===== src/xreg_pkg.sv =====
// Host register block definitions
`default_nettype none

package xreg_pkg;

localparam int WORD_W       = 16;       // data and address width
localparam int BYTE_W       = 8;        // host bus byte
localparam int REG_NUM_W    = 4;
localparam int NUM_REGS     = 16;       // width of one-hot select
localparam int INTR_W       = 4;        // interrupt sources
localparam int WRMASK_W     = 4;        // vram nibble write mask

localparam logic [WRMASK_W-1:0] WRMASK_RESET = '1;     // all nibbles enabled

// kept short so a tick passes quickly in simulation
localparam int TIMER_DIV    = 100;      // clocks per tick less one
localparam int TIMER_FRAC_W = 12;       // divider counter width

localparam logic [REG_NUM_W-1:0] XM_SYS_CTRL = 4'h0;   // mem_wait, write mask
localparam logic [REG_NUM_W-1:0] XM_INT_CTRL = 4'h1;   // mask, clear, status
localparam logic [REG_NUM_W-1:0] XM_TIMER    = 4'h2;   // free-running ticks
localparam logic [REG_NUM_W-1:0] XM_RD_XADDR = 4'h3;
localparam logic [REG_NUM_W-1:0] XM_WR_XADDR = 4'h4;
localparam logic [REG_NUM_W-1:0] XM_XDATA    = 4'h5;
localparam logic [REG_NUM_W-1:0] XM_RD_INCR  = 4'h6;
localparam logic [REG_NUM_W-1:0] XM_RD_ADDR  = 4'h7;
localparam logic [REG_NUM_W-1:0] XM_WR_INCR  = 4'h8;
localparam logic [REG_NUM_W-1:0] XM_WR_ADDR  = 4'h9;
localparam logic [REG_NUM_W-1:0] XM_DATA     = 4'hA;
localparam logic [REG_NUM_W-1:0] XM_DATA_2   = 4'hB;   // alias of DATA

// 12 to 15 unused and read as the vram data latch

endpackage

`default_nettype wire


===== src/reg_ctrl.sv =====
// Register decode and system registers
`default_nettype none
`timescale 1ns/100ps

module reg_ctrl (
    input  wire logic                               clk,
    input  wire logic                               reset_i,
    input  wire logic                               bus_write_strobe_i,
    input  wire logic                               bus_read_strobe_i,
    input  wire logic [xreg_pkg::REG_NUM_W-1:0]     bus_reg_num_i,
    input  wire logic                               bus_bytesel_i,      // 0 even, 1 odd
    input  wire logic [xreg_pkg::BYTE_W-1:0]        bus_data_i,
    input  wire logic                               vram_busy_i,
    input  wire logic                               xr_busy_i,
    input  wire logic [xreg_pkg::WORD_W-1:0]        vram_word_i,
    input  wire logic [xreg_pkg::WORD_W-1:0]        xr_word_i,
    input  wire logic [xreg_pkg::WORD_W-1:0]        timer_word_i,
    input  wire logic [xreg_pkg::INTR_W-1:0]        intr_status_i,
    output logic      [xreg_pkg::NUM_REGS-1:0]      reg_sel_o,
    output logic                                    wr_even_o,
    output logic                                    wr_odd_o,
    output logic                                    rd_even_o,
    output logic                                    rd_odd_o,
    output logic      [xreg_pkg::BYTE_W-1:0]        byte_o,
    output logic      [xreg_pkg::BYTE_W-1:0]        bus_data_o,
    output logic      [xreg_pkg::WRMASK_W-1:0]      wrmask_o,
    output logic      [xreg_pkg::INTR_W-1:0]        intr_mask_o,
    output logic      [xreg_pkg::INTR_W-1:0]        intr_clear_o
);

logic                           mem_wait;       // any memory access in flight
logic [xreg_pkg::WORD_W-1:0]    rd_word;        // word picked for read-back

assign reg_sel_o = {{(xreg_pkg::NUM_REGS-1){1'b0}}, 1'b1} << bus_reg_num_i;

assign wr_even_o = bus_write_strobe_i & ~bus_bytesel_i;
assign wr_odd_o  = bus_write_strobe_i &  bus_bytesel_i;
assign rd_even_o = bus_read_strobe_i  & ~bus_bytesel_i;
assign rd_odd_o  = bus_read_strobe_i  &  bus_bytesel_i;
assign byte_o    = bus_data_i;

assign mem_wait  = vram_busy_i | xr_busy_i;

always_ff @(posedge clk) begin
    if (reset_i) begin
        wrmask_o        <= xreg_pkg::WRMASK_RESET;
        intr_mask_o     <= '0;
        intr_clear_o    <= '0;
    end else begin
        intr_clear_o    <= '0;                  // single cycle pulse
        if (wr_odd_o && reg_sel_o[xreg_pkg::XM_SYS_CTRL]) begin
            wrmask_o        <= bus_data_i[xreg_pkg::WRMASK_W-1:0];
        end
        if (wr_even_o && reg_sel_o[xreg_pkg::XM_INT_CTRL]) begin
            intr_mask_o     <= bus_data_i[xreg_pkg::INTR_W-1:0];
        end
        if (wr_odd_o && reg_sel_o[xreg_pkg::XM_INT_CTRL]) begin
            intr_clear_o    <= bus_data_i[xreg_pkg::INTR_W-1:0];
        end
    end
end

// unused status bits read as zero
always_comb begin
    case (bus_reg_num_i)
        xreg_pkg::XM_SYS_CTRL:
            rd_word = {mem_wait, 7'b0, 4'b0, wrmask_o};
        xreg_pkg::XM_INT_CTRL:
            rd_word = {4'b0, intr_mask_o, 4'b0, intr_status_i};
        xreg_pkg::XM_TIMER:
            rd_word = timer_word_i;
        xreg_pkg::XM_RD_XADDR,
        xreg_pkg::XM_WR_XADDR,
        xreg_pkg::XM_XDATA:
            rd_word = xr_word_i;                // xr_port muxes its own
        default:
            rd_word = vram_word_i;              // incl. unused slots
    endcase
end

assign bus_data_o = bus_bytesel_i ? rd_word[7:0] : rd_word[15:8];

endmodule

`default_nettype wire


===== src/vram_port.sv =====
// VRAM address registers and access sequencing
`default_nettype none
`timescale 1ns/100ps

module vram_port (
    input  wire logic                               clk,
    input  wire logic                               reset_i,
    input  wire logic [xreg_pkg::NUM_REGS-1:0]      reg_sel_i,
    input  wire logic                               wr_even_i,
    input  wire logic                               wr_odd_i,
    input  wire logic                               rd_odd_i,
    input  wire logic [xreg_pkg::BYTE_W-1:0]        byte_i,
    input  wire logic                               vram_ack_i,
    input  wire logic [xreg_pkg::WORD_W-1:0]        vram_data_i,
    output logic                                    vram_sel_o,
    output logic                                    vram_wr_o,
    output logic      [xreg_pkg::WORD_W-1:0]        vram_addr_o,
    output logic      [xreg_pkg::WORD_W-1:0]        vram_data_o,
    output logic                                    vram_busy_o,
    output logic      [xreg_pkg::WORD_W-1:0]        vram_word_o
);

logic [xreg_pkg::WORD_W-1:0]    rd_incr;
logic [xreg_pkg::WORD_W-1:0]    rd_addr;
logic [xreg_pkg::WORD_W-1:0]    wr_incr;
logic [xreg_pkg::WORD_W-1:0]    wr_addr;
logic [xreg_pkg::WORD_W-1:0]    rd_data;        // pre-read result
logic [xreg_pkg::BYTE_W-1:0]    data_even;      // high byte waiting for odd write
logic                           sel_data;
logic                           ack;

assign sel_data    = reg_sel_i[xreg_pkg::XM_DATA] | reg_sel_i[xreg_pkg::XM_DATA_2];
assign ack         = vram_sel_o & vram_ack_i;
assign vram_busy_o = vram_sel_o;

always_comb begin
    if (reg_sel_i[xreg_pkg::XM_RD_INCR])        vram_word_o = rd_incr;
    else if (reg_sel_i[xreg_pkg::XM_RD_ADDR])   vram_word_o = rd_addr;
    else if (reg_sel_i[xreg_pkg::XM_WR_INCR])   vram_word_o = wr_incr;
    else if (reg_sel_i[xreg_pkg::XM_WR_ADDR])   vram_word_o = wr_addr;
    else                                        vram_word_o = rd_data;
end

always_ff @(posedge clk) begin
    if (wr_even_i && sel_data) begin
        data_even <= byte_i;
    end
end

always_ff @(posedge clk) begin
    if (reset_i) begin
        vram_sel_o  <= 1'b0;
        vram_wr_o   <= 1'b0;
        vram_addr_o <= '0;
        vram_data_o <= '0;
        rd_incr     <= '0;
        rd_addr     <= '0;
        wr_incr     <= '0;
        wr_addr     <= '0;
        rd_data     <= '0;
    end else begin
        if (ack) begin
            if (vram_wr_o) begin
                wr_addr     <= wr_addr + wr_incr;
            end else begin
                rd_data     <= vram_data_i;
                rd_addr     <= rd_addr + rd_incr;
            end
            vram_sel_o  <= 1'b0;
            vram_wr_o   <= 1'b0;
        end
        if (wr_even_i) begin
            if (reg_sel_i[xreg_pkg::XM_RD_INCR]) rd_incr[15:8] <= byte_i;
            if (reg_sel_i[xreg_pkg::XM_RD_ADDR]) rd_addr[15:8] <= byte_i;
            if (reg_sel_i[xreg_pkg::XM_WR_INCR]) wr_incr[15:8] <= byte_i;
            if (reg_sel_i[xreg_pkg::XM_WR_ADDR]) wr_addr[15:8] <= byte_i;
        end
        if (wr_odd_i) begin
            if (reg_sel_i[xreg_pkg::XM_RD_INCR]) rd_incr[7:0] <= byte_i;
            if (reg_sel_i[xreg_pkg::XM_WR_INCR]) wr_incr[7:0] <= byte_i;
            if (reg_sel_i[xreg_pkg::XM_WR_ADDR]) wr_addr[7:0] <= byte_i;
            if (reg_sel_i[xreg_pkg::XM_RD_ADDR]) begin
                rd_addr[7:0] <= byte_i;
                vram_sel_o  <= 1'b1;            // pre-read new address
                vram_wr_o   <= 1'b0;
                vram_addr_o <= {rd_addr[15:8], byte_i};
            end
            if (sel_data) begin
                vram_sel_o  <= 1'b1;
                vram_wr_o   <= 1'b1;
                vram_addr_o <= wr_addr;
                vram_data_o <= {data_even, byte_i};
            end
        end
        if (rd_odd_i && sel_data) begin
            vram_sel_o  <= 1'b1;                // fetch next word
            vram_wr_o   <= 1'b0;
            vram_addr_o <= rd_addr;
        end
    end
end

endmodule

`default_nettype wire


===== src/xr_port.sv =====
// XR address registers and access sequencing
`default_nettype none
`timescale 1ns/100ps

module xr_port (
    input  wire logic                               clk,
    input  wire logic                               reset_i,
    input  wire logic [xreg_pkg::NUM_REGS-1:0]      reg_sel_i,
    input  wire logic                               wr_even_i,
    input  wire logic                               wr_odd_i,
    input  wire logic                               rd_odd_i,
    input  wire logic [xreg_pkg::BYTE_W-1:0]        byte_i,
    input  wire logic                               xr_ack_i,
    input  wire logic [xreg_pkg::WORD_W-1:0]        xr_data_i,
    output logic                                    xr_sel_o,
    output logic                                    xr_wr_o,
    output logic      [xreg_pkg::WORD_W-1:0]        xr_addr_o,
    output logic      [xreg_pkg::WORD_W-1:0]        xr_data_o,
    output logic                                    xr_busy_o,
    output logic      [xreg_pkg::WORD_W-1:0]        xr_word_o
);

logic [xreg_pkg::WORD_W-1:0]    rd_xaddr;
logic [xreg_pkg::WORD_W-1:0]    wr_xaddr;
logic [xreg_pkg::WORD_W-1:0]    xdata;          // pre-read result
logic [xreg_pkg::BYTE_W-1:0]    xdata_even;
logic                           sel_xdata;
logic                           ack;

assign sel_xdata = reg_sel_i[xreg_pkg::XM_XDATA];
assign ack       = xr_sel_o & xr_ack_i;
assign xr_busy_o = xr_sel_o;

always_comb begin
    if (reg_sel_i[xreg_pkg::XM_RD_XADDR])       xr_word_o = rd_xaddr;
    else if (reg_sel_i[xreg_pkg::XM_WR_XADDR])  xr_word_o = wr_xaddr;
    else                                        xr_word_o = xdata;
end

always_ff @(posedge clk) begin
    if (wr_even_i && sel_xdata) begin
        xdata_even <= byte_i;
    end
end

always_ff @(posedge clk) begin
    if (reset_i) begin
        xr_sel_o  <= 1'b0;
        xr_wr_o   <= 1'b0;
        xr_addr_o <= '0;
        xr_data_o <= '0;
        rd_xaddr  <= '0;
        wr_xaddr  <= '0;
        xdata     <= '0;
    end else begin
        if (ack) begin
            if (xr_wr_o) begin
                wr_xaddr <= wr_xaddr + 1'b1;
            end else begin
                xdata    <= xr_data_i;
                rd_xaddr <= rd_xaddr + 1'b1;
            end
            xr_sel_o <= 1'b0;
            xr_wr_o  <= 1'b0;
        end
        if (wr_even_i) begin
            if (reg_sel_i[xreg_pkg::XM_RD_XADDR]) rd_xaddr[15:8] <= byte_i;
            if (reg_sel_i[xreg_pkg::XM_WR_XADDR]) wr_xaddr[15:8] <= byte_i;
        end
        if (wr_odd_i) begin
            if (reg_sel_i[xreg_pkg::XM_WR_XADDR]) wr_xaddr[7:0] <= byte_i;
            if (reg_sel_i[xreg_pkg::XM_RD_XADDR]) begin
                rd_xaddr[7:0] <= byte_i;
                xr_sel_o  <= 1'b1;              // pre-read
                xr_wr_o   <= 1'b0;
                xr_addr_o <= {rd_xaddr[15:8], byte_i};
            end
            if (sel_xdata) begin
                xr_sel_o  <= 1'b1;
                xr_wr_o   <= 1'b1;
                xr_addr_o <= wr_xaddr;
                xr_data_o <= {xdata_even, byte_i};
            end
        end
        if (rd_odd_i && sel_xdata) begin
            xr_sel_o  <= 1'b1;                  // next pre-read
            xr_wr_o   <= 1'b0;
            xr_addr_o <= rd_xaddr;
        end
    end
end

endmodule

`default_nettype wire


===== src/tick_timer.sv =====
// Free-running tick timer
`default_nettype none
`timescale 1ns/100ps

module tick_timer (
    input  wire logic                               clk,
    input  wire logic                               reset_i,
    input  wire logic                               rd_even_i,
    input  wire logic [xreg_pkg::NUM_REGS-1:0]      reg_sel_i,
    output logic      [xreg_pkg::WORD_W-1:0]        timer_word_o
);

logic [xreg_pkg::TIMER_FRAC_W-1:0]  frac;       // clocks within a tick
logic [xreg_pkg::WORD_W-1:0]        ticks;
logic [xreg_pkg::BYTE_W-1:0]        low_latch;  // frozen by high byte read

always_ff @(posedge clk) begin
    if (reset_i) begin
        frac      <= '0;
        ticks     <= '0;
        low_latch <= '0;
    end else begin
        if (frac == xreg_pkg::TIMER_FRAC_W'(xreg_pkg::TIMER_DIV)) begin
            frac  <= '0;
            ticks <= ticks + 1'b1;              // TIMER_DIV+1 clocks per tick
        end else begin
            frac  <= frac + 1'b1;
        end
        if (rd_even_i && reg_sel_i[xreg_pkg::XM_TIMER]) begin
            low_latch <= ticks[7:0];
        end
    end
end

assign timer_word_o = {ticks[15:8], low_latch};

endmodule

`default_nettype wire


===== src/reg_interface.sv =====
// Host register block top level
`default_nettype none
`timescale 1ns/100ps

module reg_interface (
    input  wire logic                               clk,
    input  wire logic                               reset_i,
    input  wire logic                               bus_write_strobe_i,
    input  wire logic                               bus_read_strobe_i,
    input  wire logic [xreg_pkg::REG_NUM_W-1:0]     bus_reg_num_i,
    input  wire logic                               bus_bytesel_i,
    input  wire logic [xreg_pkg::BYTE_W-1:0]        bus_data_i,
    output logic      [xreg_pkg::BYTE_W-1:0]        bus_data_o,
    output logic                                    vram_sel_o,
    output logic                                    vram_wr_o,
    output logic      [xreg_pkg::WORD_W-1:0]        vram_addr_o,
    output logic      [xreg_pkg::WORD_W-1:0]        vram_data_o,
    input  wire logic                               vram_ack_i,
    input  wire logic [xreg_pkg::WORD_W-1:0]        vram_data_i,
    output logic                                    xr_sel_o,
    output logic                                    xr_wr_o,
    output logic      [xreg_pkg::WORD_W-1:0]        xr_addr_o,
    output logic      [xreg_pkg::WORD_W-1:0]        xr_data_o,
    input  wire logic                               xr_ack_i,
    input  wire logic [xreg_pkg::WORD_W-1:0]        xr_data_i,
    output logic      [xreg_pkg::WRMASK_W-1:0]      wrmask_o,
    output logic      [xreg_pkg::INTR_W-1:0]        intr_mask_o,
    output logic      [xreg_pkg::INTR_W-1:0]        intr_clear_o,
    input  wire logic [xreg_pkg::INTR_W-1:0]        intr_status_i
);

logic [xreg_pkg::NUM_REGS-1:0]  reg_sel;        // one-hot register select
logic                           wr_even;
logic                           wr_odd;
logic                           rd_even;
logic                           rd_odd;
logic [xreg_pkg::BYTE_W-1:0]    bus_byte;
logic                           vram_busy;
logic                           xr_busy;
logic [xreg_pkg::WORD_W-1:0]    vram_word;
logic [xreg_pkg::WORD_W-1:0]    xr_word;
logic [xreg_pkg::WORD_W-1:0]    timer_word;

reg_ctrl u_reg_ctrl (
    .clk(clk), .reset_i(reset_i),
    .bus_write_strobe_i(bus_write_strobe_i), .bus_read_strobe_i(bus_read_strobe_i),
    .bus_reg_num_i(bus_reg_num_i), .bus_bytesel_i(bus_bytesel_i),
    .bus_data_i(bus_data_i),
    .vram_busy_i(vram_busy), .xr_busy_i(xr_busy),
    .vram_word_i(vram_word), .xr_word_i(xr_word), .timer_word_i(timer_word),
    .intr_status_i(intr_status_i),
    .reg_sel_o(reg_sel), .wr_even_o(wr_even), .wr_odd_o(wr_odd),
    .rd_even_o(rd_even), .rd_odd_o(rd_odd), .byte_o(bus_byte),
    .bus_data_o(bus_data_o), .wrmask_o(wrmask_o),
    .intr_mask_o(intr_mask_o), .intr_clear_o(intr_clear_o)
);

vram_port u_vram_port (
    .clk(clk), .reset_i(reset_i),
    .reg_sel_i(reg_sel), .wr_even_i(wr_even), .wr_odd_i(wr_odd), .rd_odd_i(rd_odd),
    .byte_i(bus_byte), .vram_ack_i(vram_ack_i), .vram_data_i(vram_data_i),
    .vram_sel_o(vram_sel_o), .vram_wr_o(vram_wr_o),
    .vram_addr_o(vram_addr_o), .vram_data_o(vram_data_o),
    .vram_busy_o(vram_busy), .vram_word_o(vram_word)
);

xr_port u_xr_port (
    .clk(clk), .reset_i(reset_i),
    .reg_sel_i(reg_sel), .wr_even_i(wr_even), .wr_odd_i(wr_odd), .rd_odd_i(rd_odd),
    .byte_i(bus_byte), .xr_ack_i(xr_ack_i), .xr_data_i(xr_data_i),
    .xr_sel_o(xr_sel_o), .xr_wr_o(xr_wr_o),
    .xr_addr_o(xr_addr_o), .xr_data_o(xr_data_o),
    .xr_busy_o(xr_busy), .xr_word_o(xr_word)
);

tick_timer u_tick_timer (
    .clk(clk), .reset_i(reset_i),
    .rd_even_i(rd_even), .reg_sel_i(reg_sel),
    .timer_word_o(timer_word)
);

endmodule

`default_nettype wire


===== config.mk =====
export PLATFORM = sky130hd
export DESIGN_NAME = reg_interface
export DESIGN_NICKNAME = d
export VERILOG_FILES = /design/src/xreg_pkg.sv /design/src/reg_ctrl.sv /design/src/vram_port.sv /design/src/xr_port.sv /design/src/tick_timer.sv /design/src/reg_interface.sv
export SDC_FILE = /design/constraint.sdc
export NUM_CORES = 1
export LEC_CHECK = 0
export ABC_AREA = 1
export BUFFER_PORTS_ARGS = -buffer_cell sky130_fd_sc_hd__buf_2
export CORE_AREA = 5 5 188 190
export CTS_CLUSTER_DIAMETER = 50
export DETAILED_ROUTE_END_ITERATION = 16
export DIE_AREA = 0 0 193 195
export PLACE_DENSITY = 0.74
export SKIP_CTS_REPAIR_TIMING = 1
export SLEW_MARGIN = 20
export SYNTH_ARGS = -nofsm -noshare
export SYNTH_HDL_FRONTEND = slang
export SYNTH_HIERARCHICAL = 1
export SYNTH_SLANG_ARGS = --single-unit

===== constraint.sdc =====
create_clock -name clk -period 7.39 [get_ports clk]
set_input_delay 1.478 -clock clk [delete_from_list [all_inputs] [get_ports clk]]
set_output_delay 1.478 -clock clk [all_outputs]
set_load 0.01 [all_outputs]

==> impl.org <==
** Outcome
- The flow ran to the end, and the final reports show no timing, DRC or antenna violations.

** Floorplan
- The die is 195 microns tall.
- X dimension of the die :: 193 microns
- Full die area :: 37600 sq um
- In this run the standard cell core region covers 33300 sq um.
- Starting density of the core :: 0.444
- Number of top-level pins :: 143
- The initialized floorplan defines 67 standard-cell rows.

** Route
- Pre-antenna DRT Iters :: 6
- In the routed layout, each cell is associated on average with a via count of 5.50.
- Number of DRC markers after the initial detailed-route iteration :: 1682
- In the final routed layout, each cell accounts on average for 17.9 microns.
- Across all layers, the routed design uses 15268 vias.
- For this run, design rule violations remaining after detail routing come to 0.
- Total detailed-routing wirelength :: 49600 microns
- Once detail routing completed, the nets flagged for antenna violations numbered 0.

** Critical path
- Data on the critical path arrives at its endpoint at 4.42 ns.
- In this run the critical register-to-register path is launched from u_vram_port/vram_busy_o$_SDFF_PP0_.
- The largest single stage delay on the critical path is 0.74 ns.
- In this run the worst setup path begins at bus_reg_num_i[3].
- Kind of cell adding the most delay to the critical path :: simple AND/OR/NAND/NOR gates
- Slowest cell on crit path :: sky130_fd_sc_hd__nor4_1
- The critical path is of the in -> out type.
- Crit path buf inv count :: 4
- STA classifies the critical path startpoint as an input pin.
- Peak fanout along the critical path :: 30
- The signal on the critical path passes through buf_2, inv_2, nor4_1, inv_1, nand3_1, o211ai_1, a21oi_1, nand2_1, nand2_1, nor2_1, a21oi_1, buf_2.
- Data required time at the worst endpoint :: 5.91 ns
- STA classifies the critical path endpoint as an output port.

** CTS
- TritonCTS built the clock tree.
- Number of levels the H-tree was split into :: 2
- Clock tree synthesis selected as its root buffer the cell sky130_fd_sc_hd__clkbuf_16.
- CTS max path bufs :: 3
- Number of buffers created by CTS :: 37
- CTS saw 260 sinks.
- Register clock-pin slew on the reported worst setup and hold paths :: 0.05 ns
- At the later pin of the worst-skew pair, clock insertion delay measures 0.52 ns.

** Layout
- Fraction of final layout cells sized beyond drive strength 1 :: 0.125
- Count of inserted antenna diode cells :: 0
- Relative to the synthesized area, the layout overhead comes to 13.2%.
- Total Nets Final :: 2396
- Total non-filler cell area in the finished layout :: 16700 sq um

** STA
- Max Transition Viols Final :: 0
- For the final routed database, the setup TNS stands at 0 ns.
- The number of endpoints with negative hold slack in the final report came to 0.
- Unrepaired setup endpoints after global routing :: false
- Final critical delay including setup and external delays :: 5.90 ns
- Dividing the final minimum period by the clock period gives 0.799.
- Across the routed clock network, the largest skew measured is 0.0141 ns.
- Highest Clock Rate :: 169 MHz
- Measured against its own limit, the worst slew margin works out to 0.322.
- Slew at the pin closest to its max-slew limit :: 1.01 ns
- Across all hold checks on the routed design, the worst slack comes to 0.462 ns.
- Setup violations remaining at the end of the flow were counted as 0.

** Global routing
- Maximum number of pins on one net before global-route repair :: 106
- Initial antenna violation count :: 0
- The first global-routing pass estimated 76600 microns of wire.
- For this run the aggregate overflow at the end of global routing stands at 0.
- The via count of the first global-routing pass came to 13781.
- GRT Overall Usage :: 0.254

** Place
- DPL Wire Length :: 36600 microns
- Summing all placed instances gives a cell area of 15500 sq um.
- During placement, the flow inserted port buffers numbering 142.
- Routability congestion estimate from global placement :: 0.990

** Power and ir drop
- Net switching share of the total power :: 0.262
- Portion of total power attributed to the clock network :: 0.502
- Register share of total power :: 0.423
- In this run the power density over the cells is 207 nW/um^2.
- Of the total power, combinational logic draws 0.075.
- Static leakage :: 0.00771 uW
- Summed over all nets, the switching power comes to 908 uW.
- Worst vdd rail ir drop :: 144 uV
- Cell internal power was estimated by the tool at 2550 uW.

** Synth
- Number of standard cells after synthesis :: 2225
- In this run the cell area of the synthesized design comes to 14800 sq um.
- Synth Area per Inst :: 6.64 sq um
- Count of warnings emitted by yosys :: 6
- When the netlist entered floorplanning its net count stood at 2317.

** Flow run
- Across the run, the number of max-cap violations was 0.

** Worst hold path
- Start point of the worst hold path :: u_tick_timer/frac[11]$_SDFF_PP0_
- HP Class :: reg -> reg
final cells by class:
cell class,instances,area (sq um)
clock buffer,42,965
clock inverter,22,245
fill,3368,16600
inverter,261,980
multi-input combinational,1596,7860
sequential,260,5370
tap,448,561
timing repair buffer,148,756
final timing paths:
| path | end | slack (ns) | depth (start not counted) |
|---|---|---|---|
| worst max-delay path | bus_data_o[6] | 1.49 | 12 |
| worst min-delay path | u_tick_timer/frac[11]$_SDFF_PP0_ | 0.46 | 2 |
| worst max register to register | u_vram_port/rd_addr[7]$_SDFF_PP0_ | 4.94 | 8 |
| worst min register to register | u_tick_timer/frac[11]$_SDFF_PP0_ | 0.46 | 2 |
power by group through the flow:
stage          combinational (uW)  sequential, uW  clock, uW
6_report                      260            1470       1740
3_5_place_dp                  254            1500          0
4_1_cts                       256            1460       1760
2_1_floorplan                 166            1490          0
3_3_place_gp                  251            1490          0
5_1_grt                       286            1470       1820
metrics by stage:
stage / total power, uW / worst slack (ns) / instances / utilization
after floorplan: 1660 / 2.61 / 2225 / -
after global placement: 1750 / 1.80 / 2713 / 0.466
after detailed placement: 1750 / 1.72 / 2713 / 0.466
after CTS: 3480 / 1.70 / 2777 / 0.502
after global routing: 3580 / 1.15 / 2777 / 0.503
final: 3460 / 1.49 / 2777 / 0.503
cells in the final DEF (no fill, tap or decap), drive strengths merged:
cell	count
inv	268
and2	1
xnor2	7
edfxtp	16
buf	148
o311ai	1
ha	35
nand4	23
clkinvlp	3
fa	2
nor2	306
nand3	141
nor4	1
or2	5
o22ai	8
a31oi	17
o21bai	2
nand2	527
dfxtp	244
o21ai	201
a221oi	13
nor3	18
a211oi	2
clkbuf	42
bufinv	2
a21oi	231
clkinv	10
nand3b	7
a22oi	3
xor2	15
o211ai	30
metal layers:
metal | routed length [microns] | track usage | vias up
met5 | 0 | 0 | -
met2 | 20900 | 0.371 | 744
met1 | 22000 | 0.376 | 6996
li1 | - | - | 7419
met3 | 4950 | 0.0470 | 109
met4 | 1740 | 0.0842 | 0
worst min-delay path: cells and delay by family, from the launching register on:
| kind | cells | cell delay [ns] |
|---|---|---|
| compound gates | 1 | 0.05 |
| flops | 1 | 0.30 |
| simple gates | 1 | 0.06 |
(Power assumes the default switching activity.)
